File: src/hdl/bt_link_config.svh
`ifndef BT_LINK_CONFIG_SVH
`define BT_LINK_CONFIG_SVH

// Sensor streams and their buffering
`define BT_STREAMS      4
`define BT_FIFO_DEPTH   8

// Data widths
`define BT_WORD_W       16
`define BT_CHAR_W       8
`define BT_TIMER_W      10

// Derived index widths, kept in step with the values above
`define BT_SEL_W        2
`define BT_COUNT_W      4
`define BT_PTR_W        3
`define BT_BIT_IDX_W    3

`endif
File: src/hdl/bt_link_pkg.sv
`default_nettype none

`include "bt_link_config.svh"

package bt_link_pkg;

	typedef logic [`BT_WORD_W-1:0]    word_t;
	typedef logic [`BT_CHAR_W-1:0]    char_t;
	typedef logic [`BT_SEL_W-1:0]     stream_sel_t;
	typedef logic [`BT_STREAMS-1:0]   stream_mask_t;
	// Holds 0 up to the full depth
	typedef logic [`BT_COUNT_W-1:0]   fifo_count_t;
	typedef logic [`BT_TIMER_W-1:0]   timer_t;

	typedef enum logic [2:0] {
		SEQ_IDLE, SEQ_SELECT, SEQ_RELEASE, SEQ_LOAD, SEQ_SEND, SEQ_SPACE
	} seq_state_t;

	typedef enum logic [1:0] {
		UART_IDLE, UART_START, UART_DATA, UART_STOP
	} uart_state_t;

endpackage

`default_nettype wire

File: src/hdl/bt_link_top.sv
`default_nettype none

module bt_link_top (
	input  wire                           clock,
	input  wire                           reset,
	input  wire                           link_enable,
	input  wire bt_link_pkg::timer_t      cycles_per_bit,
	input  wire bt_link_pkg::timer_t      char_spacing,
	input  wire                           wb_cyc,
	input  wire                           wb_stb,
	input  wire                           wb_we,
	input  wire bt_link_pkg::stream_sel_t wb_adr,
	input  wire bt_link_pkg::word_t       wb_dat_w,
	output logic                          wb_ack,
	output bt_link_pkg::word_t            wb_dat_r,
	output logic                          bt_txd
);
	import bt_link_pkg::*;

	stream_mask_t empty_mask;
	word_t        fifo_head;
	stream_sel_t  select;
	logic         select_valid;
	logic         pop;
	logic         advance;
	logic         tx_start;
	char_t        tx_char;
	logic         tx_busy;
	logic         tx_done;

	stream_fifo_bank stream_fifo_bank_inst (
		.clock, .reset, .wb_cyc, .wb_stb, .wb_we, .wb_adr, .wb_dat_w,
		.pop, .select, .wb_ack, .wb_dat_r, .empty_mask, .fifo_head
	);

	stream_scheduler stream_scheduler_inst (
		.clock, .reset, .empty_mask, .advance, .select, .select_valid
	);

	tx_sequencer tx_sequencer_inst (
		.clock, .reset, .link_enable, .select_valid, .fifo_head, .tx_busy,
		.tx_done, .char_spacing, .pop, .advance, .tx_start, .tx_char
	);

	uart_tx uart_tx_inst (
		.clock, .reset, .tx_start, .tx_char, .cycles_per_bit,
		.tx_busy, .tx_done, .txd(bt_txd)
	);

endmodule

`default_nettype wire

File: src/hdl/tx_sequencer.sv
`default_nettype none

`include "bt_link_config.svh"

module tx_sequencer (
	input  wire                      clock,
	input  wire                      reset,
	input  wire                      link_enable,
	input  wire                      select_valid,
	input  wire bt_link_pkg::word_t  fifo_head,
	input  wire                      tx_busy,
	input  wire                      tx_done,
	input  wire bt_link_pkg::timer_t char_spacing,
	output logic                     pop,
	output logic                     advance,
	output logic                     tx_start,
	output bt_link_pkg::char_t       tx_char
);
	import bt_link_pkg::*;

	// Idle cycles still to come after SEQ_SPACE ends, up to and including the start cycle
	localparam int unsigned LOAD_LEAD = 2;
	localparam int unsigned WORD_LEAD = 4;

	seq_state_t state;
	word_t      hold;
	logic       byte_cnt;
	timer_t     space_cnt;
	logic       space_done;

	assign pop = (state == SEQ_RELEASE);
	assign advance = (state == SEQ_RELEASE);
	assign tx_start = (state == SEQ_LOAD) && !tx_busy;

	// High byte first
	assign tx_char = byte_cnt ? char_t'(hold) : char_t'(hold >> `BT_CHAR_W);

	// The next-word path runs through SELECT and RELEASE, two more cycles
	assign space_done = byte_cnt ? (space_cnt + WORD_LEAD >= char_spacing)
		: (space_cnt + LOAD_LEAD >= char_spacing);

	always_ff @(posedge clock)
	begin
		if (state == SEQ_RELEASE)
			hold <= fifo_head;
	end

	always_ff @(posedge clock or posedge reset)
	begin
		if (reset)
		begin
			state <= SEQ_IDLE;
			byte_cnt <= 1'b0;
			space_cnt <= '0;
		end
		else
		begin
			case (state)
				SEQ_IDLE:
				begin
					if (link_enable)
						state <= SEQ_SELECT;
				end
				SEQ_SELECT:
				begin
					if (!link_enable)
						state <= SEQ_IDLE;
					else if (select_valid)
						state <= SEQ_RELEASE;
				end
				SEQ_RELEASE:
				begin
					byte_cnt <= 1'b0;
					state <= SEQ_LOAD;
				end
				SEQ_LOAD:
				begin
					if (!tx_busy)
						state <= SEQ_SEND;
				end
				SEQ_SEND:
				begin
					// The tx_done cycle is already the first idle one
					if (tx_done)
					begin
						space_cnt <= timer_t'(1);
						state <= SEQ_SPACE;
					end
				end
				SEQ_SPACE:
				begin
					if (!space_done)
						space_cnt <= space_cnt + 1'b1;
					else if (!byte_cnt)
					begin
						byte_cnt <= 1'b1;
						state <= SEQ_LOAD;
					end
					else
						state <= link_enable ? SEQ_SELECT : SEQ_IDLE;
				end
				default:
					state <= SEQ_IDLE;
			endcase
		end
	end

endmodule

`default_nettype wire

File: src/hdl/uart_tx.sv
`default_nettype none

`include "bt_link_config.svh"

module uart_tx (
	input  wire                      clock,
	input  wire                      reset,
	input  wire                      tx_start,
	input  wire bt_link_pkg::char_t  tx_char,
	input  wire bt_link_pkg::timer_t cycles_per_bit,
	output logic                     tx_busy,
	output logic                     tx_done,
	output logic                     txd
);
	import bt_link_pkg::*;

	uart_state_t              state;
	timer_t                   bit_timer;
	char_t                    shift;
	logic [`BT_BIT_IDX_W-1:0] bit_idx;
	logic                     bit_end;

	assign tx_busy = (state != UART_IDLE);
	assign bit_end = (bit_timer == timer_t'(cycles_per_bit - 1'b1));

	always_ff @(posedge clock or posedge reset)
	begin
		if (reset)
		begin
			state <= UART_IDLE;
			bit_timer <= '0;
			bit_idx <= '0;
			shift <= '0;
			txd <= 1'b1;
			tx_done <= 1'b0;
		end
		else
		begin
			tx_done <= 1'b0;
			if (state == UART_IDLE)
			begin
				if (tx_start)
				begin
					shift <= tx_char;
					bit_timer <= '0;
					txd <= 1'b0;
					state <= UART_START;
				end
			end
			else if (!bit_end)
				bit_timer <= bit_timer + 1'b1;
			else
			begin
				bit_timer <= '0;
				case (state)
					UART_START:
					begin
						// LSB first
						txd <= shift[0];
						shift <= shift >> 1;
						bit_idx <= '0;
						state <= UART_DATA;
					end
					UART_DATA:
					begin
						if (bit_idx == `BT_BIT_IDX_W'(`BT_CHAR_W - 1))
						begin
							txd <= 1'b1;
							state <= UART_STOP;
						end
						else
						begin
							txd <= shift[0];
							shift <= shift >> 1;
							bit_idx <= bit_idx + 1'b1;
						end
					end
					default:
					begin
						tx_done <= 1'b1;
						state <= UART_IDLE;
					end
				endcase
			end
		end
	end

endmodule

`default_nettype wire

File: src/hdl/stream_scheduler.sv
`default_nettype none

`include "bt_link_config.svh"

module stream_scheduler (
	input  wire                           clock,
	input  wire                           reset,
	input  wire bt_link_pkg::stream_mask_t empty_mask,
	input  wire                           advance,
	output bt_link_pkg::stream_sel_t      select,
	output logic                          select_valid
);
	import bt_link_pkg::*;

	stream_sel_t ptr;
	stream_sel_t next_ptr;
	stream_sel_t pick;
	logic        found;

	// Skip past the stream just served so the search sees the new pointer at once
	assign next_ptr = advance ? stream_sel_t'(select + 1'b1) : ptr;

	// First non-empty stream at or after the pointer, wrapping around
	always_comb
	begin
		stream_sel_t idx;
		found = 1'b0;
		pick = select;
		for (int k = 0; k < `BT_STREAMS; k++)
		begin
			idx = stream_sel_t'(next_ptr + k);
			if (!found && !empty_mask[idx])
			begin
				found = 1'b1;
				pick = idx;
			end
		end
	end

	always_ff @(posedge clock or posedge reset)
	begin
		if (reset)
		begin
			ptr <= '0;
			select <= '0;
			select_valid <= 1'b0;
		end
		else
		begin
			ptr <= next_ptr;
			select <= pick;
			select_valid <= found;
		end
	end

endmodule

`default_nettype wire

File: src/hdl/stream_fifo_bank.sv
`default_nettype none

`include "bt_link_config.svh"

module stream_fifo_bank (
	input  wire                       clock,
	input  wire                       reset,
	input  wire                       wb_cyc,
	input  wire                       wb_stb,
	input  wire                       wb_we,
	input  wire bt_link_pkg::stream_sel_t wb_adr,
	input  wire bt_link_pkg::word_t   wb_dat_w,
	input  wire                       pop,
	input  wire bt_link_pkg::stream_sel_t select,
	output logic                      wb_ack,
	output bt_link_pkg::word_t        wb_dat_r,
	output bt_link_pkg::stream_mask_t empty_mask,
	output bt_link_pkg::word_t        fifo_head
);
	import bt_link_pkg::*;

	word_t                mem [`BT_STREAMS][`BT_FIFO_DEPTH];
	logic [`BT_PTR_W-1:0] wr_ptr [`BT_STREAMS];
	logic [`BT_PTR_W-1:0] rd_ptr [`BT_STREAMS];
	fifo_count_t          count [`BT_STREAMS];
	stream_mask_t         full_mask;
	stream_mask_t         push;
	stream_mask_t         take;
	logic                 wb_req;
	logic                 wb_accept;

	// A request still waiting, masked during its own ack cycle
	assign wb_req = wb_cyc && wb_stb && !wb_ack;
	// Writes into a full FIFO stall until a pop frees a slot
	assign wb_accept = wb_req && (!wb_we || !full_mask[wb_adr]);

	always_comb
	begin
		for (int i = 0; i < `BT_STREAMS; i++)
		begin
			full_mask[i] = (count[i] == fifo_count_t'(`BT_FIFO_DEPTH));
			empty_mask[i] = (count[i] == '0);
			push[i] = wb_accept && wb_we && (wb_adr == stream_sel_t'(i));
			take[i] = pop && (select == stream_sel_t'(i)) && !empty_mask[i];
		end
	end

	assign fifo_head = mem[select][rd_ptr[select]];

	always_ff @(posedge clock or posedge reset)
	begin
		if (reset)
		begin
			wb_ack <= 1'b0;
			for (int i = 0; i < `BT_STREAMS; i++)
			begin
				wr_ptr[i] <= '0;
				rd_ptr[i] <= '0;
				count[i] <= '0;
			end
		end
		else
		begin
			wb_ack <= wb_accept;
			for (int i = 0; i < `BT_STREAMS; i++)
			begin
				if (push[i])
					wr_ptr[i] <= wr_ptr[i] + 1'b1;
				if (take[i])
					rd_ptr[i] <= rd_ptr[i] + 1'b1;
				// Simultaneous push and pop leave the level alone
				if (push[i] && !take[i])
					count[i] <= count[i] + 1'b1;
				else if (take[i] && !push[i])
					count[i] <= count[i] - 1'b1;
			end
		end
	end

	always_ff @(posedge clock)
	begin
		for (int i = 0; i < `BT_STREAMS; i++)
		begin
			if (push[i])
				mem[i][wr_ptr[i]] <= wb_dat_w;
		end
		// Fill level read, zero extended
		if (wb_accept && !wb_we)
			wb_dat_r <= word_t'(count[wb_adr]);
	end

endmodule

`default_nettype wire

File: config.mk
export PLATFORM = sky130hd
export DESIGN_NAME = bt_link_top
export DESIGN_NICKNAME = d
export VERILOG_FILES = /design/src/hdl/bt_link_pkg.sv /design/src/hdl/bt_link_top.sv /design/src/hdl/tx_sequencer.sv /design/src/hdl/uart_tx.sv /design/src/hdl/stream_scheduler.sv /design/src/hdl/stream_fifo_bank.sv
export VERILOG_INCLUDE_DIRS = /design/src /design/src/hdl
export SDC_FILE = /design/constraint.sdc
export NUM_CORES = 1
export LEC_CHECK = 0
export BUFFER_PORTS_ARGS = -buffer_cell sky130_fd_sc_hd__buf_2
export CAP_MARGIN = 20
export CELL_PAD_IN_SITES_DETAIL_PLACEMENT = 0
export CELL_PAD_IN_SITES_GLOBAL_PLACEMENT = 2
export CORE_MARGIN = 3
export CORE_UTILIZATION = 48
export DETAILED_ROUTE_END_ITERATION = 8
export GPL_ROUTABILITY_DRIVEN = 1
export HOLD_SLACK_MARGIN = 0.02
export PLACE_DENSITY_LB_ADDON = 0.1
export SLEW_MARGIN = 25
export SYNTH_ARGS = -nofsm -noshare
export SYNTH_HDL_FRONTEND = slang
export SYNTH_HIERARCHICAL = 1
export SYNTH_SLANG_ARGS = --single-unit
File: constraint.sdc
create_clock -name clock -period 5.4 [get_ports clock]
set_input_delay 1.35 -clock clock [delete_from_list [all_inputs] [get_ports clock]]
set_output_delay 1.35 -clock clock [all_outputs]
set_load 0.01 [all_outputs]
==> run metrics <==
leading area contributor after synthesis=edfxtp_1; Synth area leaders=edfxtp_1 (59%), mux4_2 (11%), dfrtp_1 (7.8%); Post-DP Area=around 28000 um2; slowest stage delay, CP=0.59 ns; CP required=5.88 ns; Core ar.=between 50000 and 60000 um2; Syn Area/Cell=18.2 um2; Synth top cells by count=edfxtp_1 (532), mux4_2 (132), dfrtp_1 (84); number of buffers inserted by hold repair at cts=0; Die H=243 um; Power Dens Cells=492 nW/um2; Die W=243 um; FMAX=265 MHz; post-CTS setup buffers=0; Worst Hold Depth=1; gr ovfl total=0; Data arrival, critical path=~4.2 ns; htree depth=3; post-DP HPWL=35300 um; switching part of the total=between 30% and 40%; maximum VDD drop=0.000334 V; HP Class=reg -> reg; Final min period=3.77 ns; proportion of power drawn by flip-flops and latches=roughly two fifths; Comb pwr share=29.1%; Fin. Hold Viols=0; CP Cell Sequence=buf_2, nand2b_1, o22ai_2, o311ai_4, or2_1, inv_2, ha_1, inv_1, ha_1, a21o_1, a21oi_1, xnor2_1, nor2_1, xor2_1; GP Congestion=approximately 0.75; Post-synth EDFFs=532; largest net degree at the start of global routing=69; GRT Util Overall=20.5%; first-pass GRT wire length=89900 um; Crit Path Category=in -> reg; Hold Path End=stream_fifo_bank_inst/rd_ptr[2]$_DFFE_PP0P_; Routed WL=roughly 60000 um; post-route design area=30300 um2; maxcap violations=0; worst hold slack=0.469 ns; LEAKAGE=10.4 nW; Synth top area share=59.4%; Slew @ Worst Pin=about 0.80 ns; area grow syn2layout=12.7%; element type at the critical path start=input pin; initial DRC count=885; Setup-failing EPs final=0; R2R cell count=4; Gate Count Post-Synth=1479; clock-pin slew on the worst setup and hold paths=approximately 0.06 ns; synthesized area=about 27000 um2; Initial Util=48.7%; Clock Power Share=29.8%; setup tns final=0 ns; Reg2Reg Launch Point=stream_scheduler_inst/select[0]$_DFFE_PP0P_; Fin Clk Skew=around 0.021 ns; share of cells above drive strength 1=29.0%; number of remaining DRC errors=0; relative slew slack=a little under half; Yosys reg bits=617; TritonCTS Buffers=67; RSZ-0062 raised after global routing=no; most used cell along the critical path=ha_1; CTS sink cnt=617; per-cell routed wire length=roughly 25 um; internal power=10.3 mW; fin. max-slew vios=0; initial antenna violation count=0; via count=13700; CTS resizes=0; sw power=between 4 and 5 mW; critical path endpoint category=flop; die area=approximately 59000 um2; clk root buf=clkbuf_16; synth unique cells=86; most numerous cell in the Yosys netlist=edfxtp_1; Rows=86; CTS tree=built; slowest CP cell=or2_1; sequential cell area fraction in the yosys report=67.4%; final net count=approximately 1700; Antenna Nets Post-Route=0; Synth Warn #=6; status=completed; Primary FF master, synth=edfxtp_1; Pre-antenna DRT Iters=5; Port Buf Inserts=49; r2r setup slk=1.81 ns; hold wc startpoint=stream_fifo_bank_inst/rd_ptr[2]$_DFFE_PP0P_; Final period util=69.8%; Via density=5.76; vias in the first global route=14100; worst skew pair latency=between 0.5 and 0.6 ns; Ports=slightly above 60; maximum clock path buffer count=3; Async SR Flop Fraction=13.8%; CP Max Fanout=11; R2R Path End=tx_sequencer_inst/hold[2]$_DFFE_PP_
==> state kept, by name (all words and copies together) (netlist names), 3 cells and up <==
| register | cells |
|---|---|
| stream_fifo_bank_inst/wb_dat_r | 4 |
| tx_sequencer_inst/hold | 16 |
| tx_sequencer_inst/state | 3 |
| uart_tx_inst/bit_timer | 10 |
| uart_tx_inst/shift | 8 |
| stream_fifo_bank_inst/wr_ptr | 12 |
| stream_fifo_bank_inst/count | 16 |
| stream_fifo_bank_inst/mem | 512 |
| tx_sequencer_inst/space_cnt | 10 |
| uart_tx_inst/bit_idx | 3 |
| stream_fifo_bank_inst/rd_ptr | 12 |
==> stage by stage <==
step	std cells	setup slack (ns)	utilization (%)	total power, mW
after CTS	2374	1.65	54.9	15.1
final	2377	1.63	54.9	14.9
after global placement	2253	1.09	51.0	10.6
after global routing	2375	1.37	54.9	15.7
after detailed placement	2253	1.04	51.0	10.6
after floorplan	1490	0.897	-	9.46
==> power by group through the flow <==
stage	registers (mW)	logic [mW]	clock network, mW
4_1_cts	6.15	4.41	4.56
3_3_place_gp	6.23	4.36	0
6_report	6.13	4.34	4.45
2_1_floorplan	5.90	3.56	0
5_1_grt	6.21	4.70	4.75
3_5_place_dp	6.24	4.39	0
==> cells in the final DEF (no fill, tap or decap), types with 15 or more instances in the layout <==
cell	count
buf_4	51
nor4_2	16
dfrtp_1	82
buf_2	49
a21oi_1	17
xor2_1	17
nor2_1	26
xnor2_1	42
mux4_2	131
nand2_1	57
nand3_1	22
mux2_2	38
mux2_4	16
inv_1	48
o21ai_0	23
ha_1	50
clkbuf_1	15
edfxtp_1	532
clkbuf_16	68
mux2i_1	33
==> logic make-up (layout without fill, tap and decap cells) <==
logic type	Yosys count	after routing	synth area share [%]
compound gates	136	136	4.36
xor+xnor	60	60	2.01
fa+ha+maj	54	54	2.63
buf+inv	141	278	2.95
flops	617	617	67.4
mux	236	236	15.7
other cells	1	14	0.0140
simple gates	234	234	5.04
==> layer usage <==
metal	wire, um	global-route usage [%]
met1	26400	28.8
met5	0	0
met3	2570	3.36
met2	29500	33.9
met4	1170	5.06
==> final cells by class <==
class / count / area, um2
tap: 748 / 936
timing repair buffer: 102 / 656
multi-input combinational: 732 / 8250
clock buffer: 84 / 1770
sequential: 617 / 18100
fill: 4333 / 24900
antenna: 2 / 5.00
clock inverter: 37 / 363
inverter: 55 / 206
==> how the worst max path moves through the flow <==
stage,from,endpoint,depth (start not counted)
floorplan,wb_adr[1],stream_fifo_bank_inst/mem[0][100]$_DFFE_PP_,7
global placement,wb_adr[0],stream_fifo_bank_inst/count[3]$_DFFE_PP0P_,14
detailed placement,wb_adr[0],stream_fifo_bank_inst/count[11]$_DFFE_PP0P_,14
CTS,wb_adr[0],stream_fifo_bank_inst/count[11]$_DFFE_PP0P_,14
global route,wb_adr[0],stream_fifo_bank_inst/count[11]$_DFFE_PP0P_,14
finish,wb_adr[0],stream_fifo_bank_inst/count[11]$_DFFE_PP0P_,14
==> worst max-delay path, delay by kind of cell <==
kind	cells	cell delay, ns
AOI/OAI and AO/OA	4	0.85
xor gates and xnor gates	2	0.28
adders and majority gates	2	0.49
buffers and inverters	3	0.42
and+or+nand+nor	3	0.84
Power figures use the tool's default switching activity.
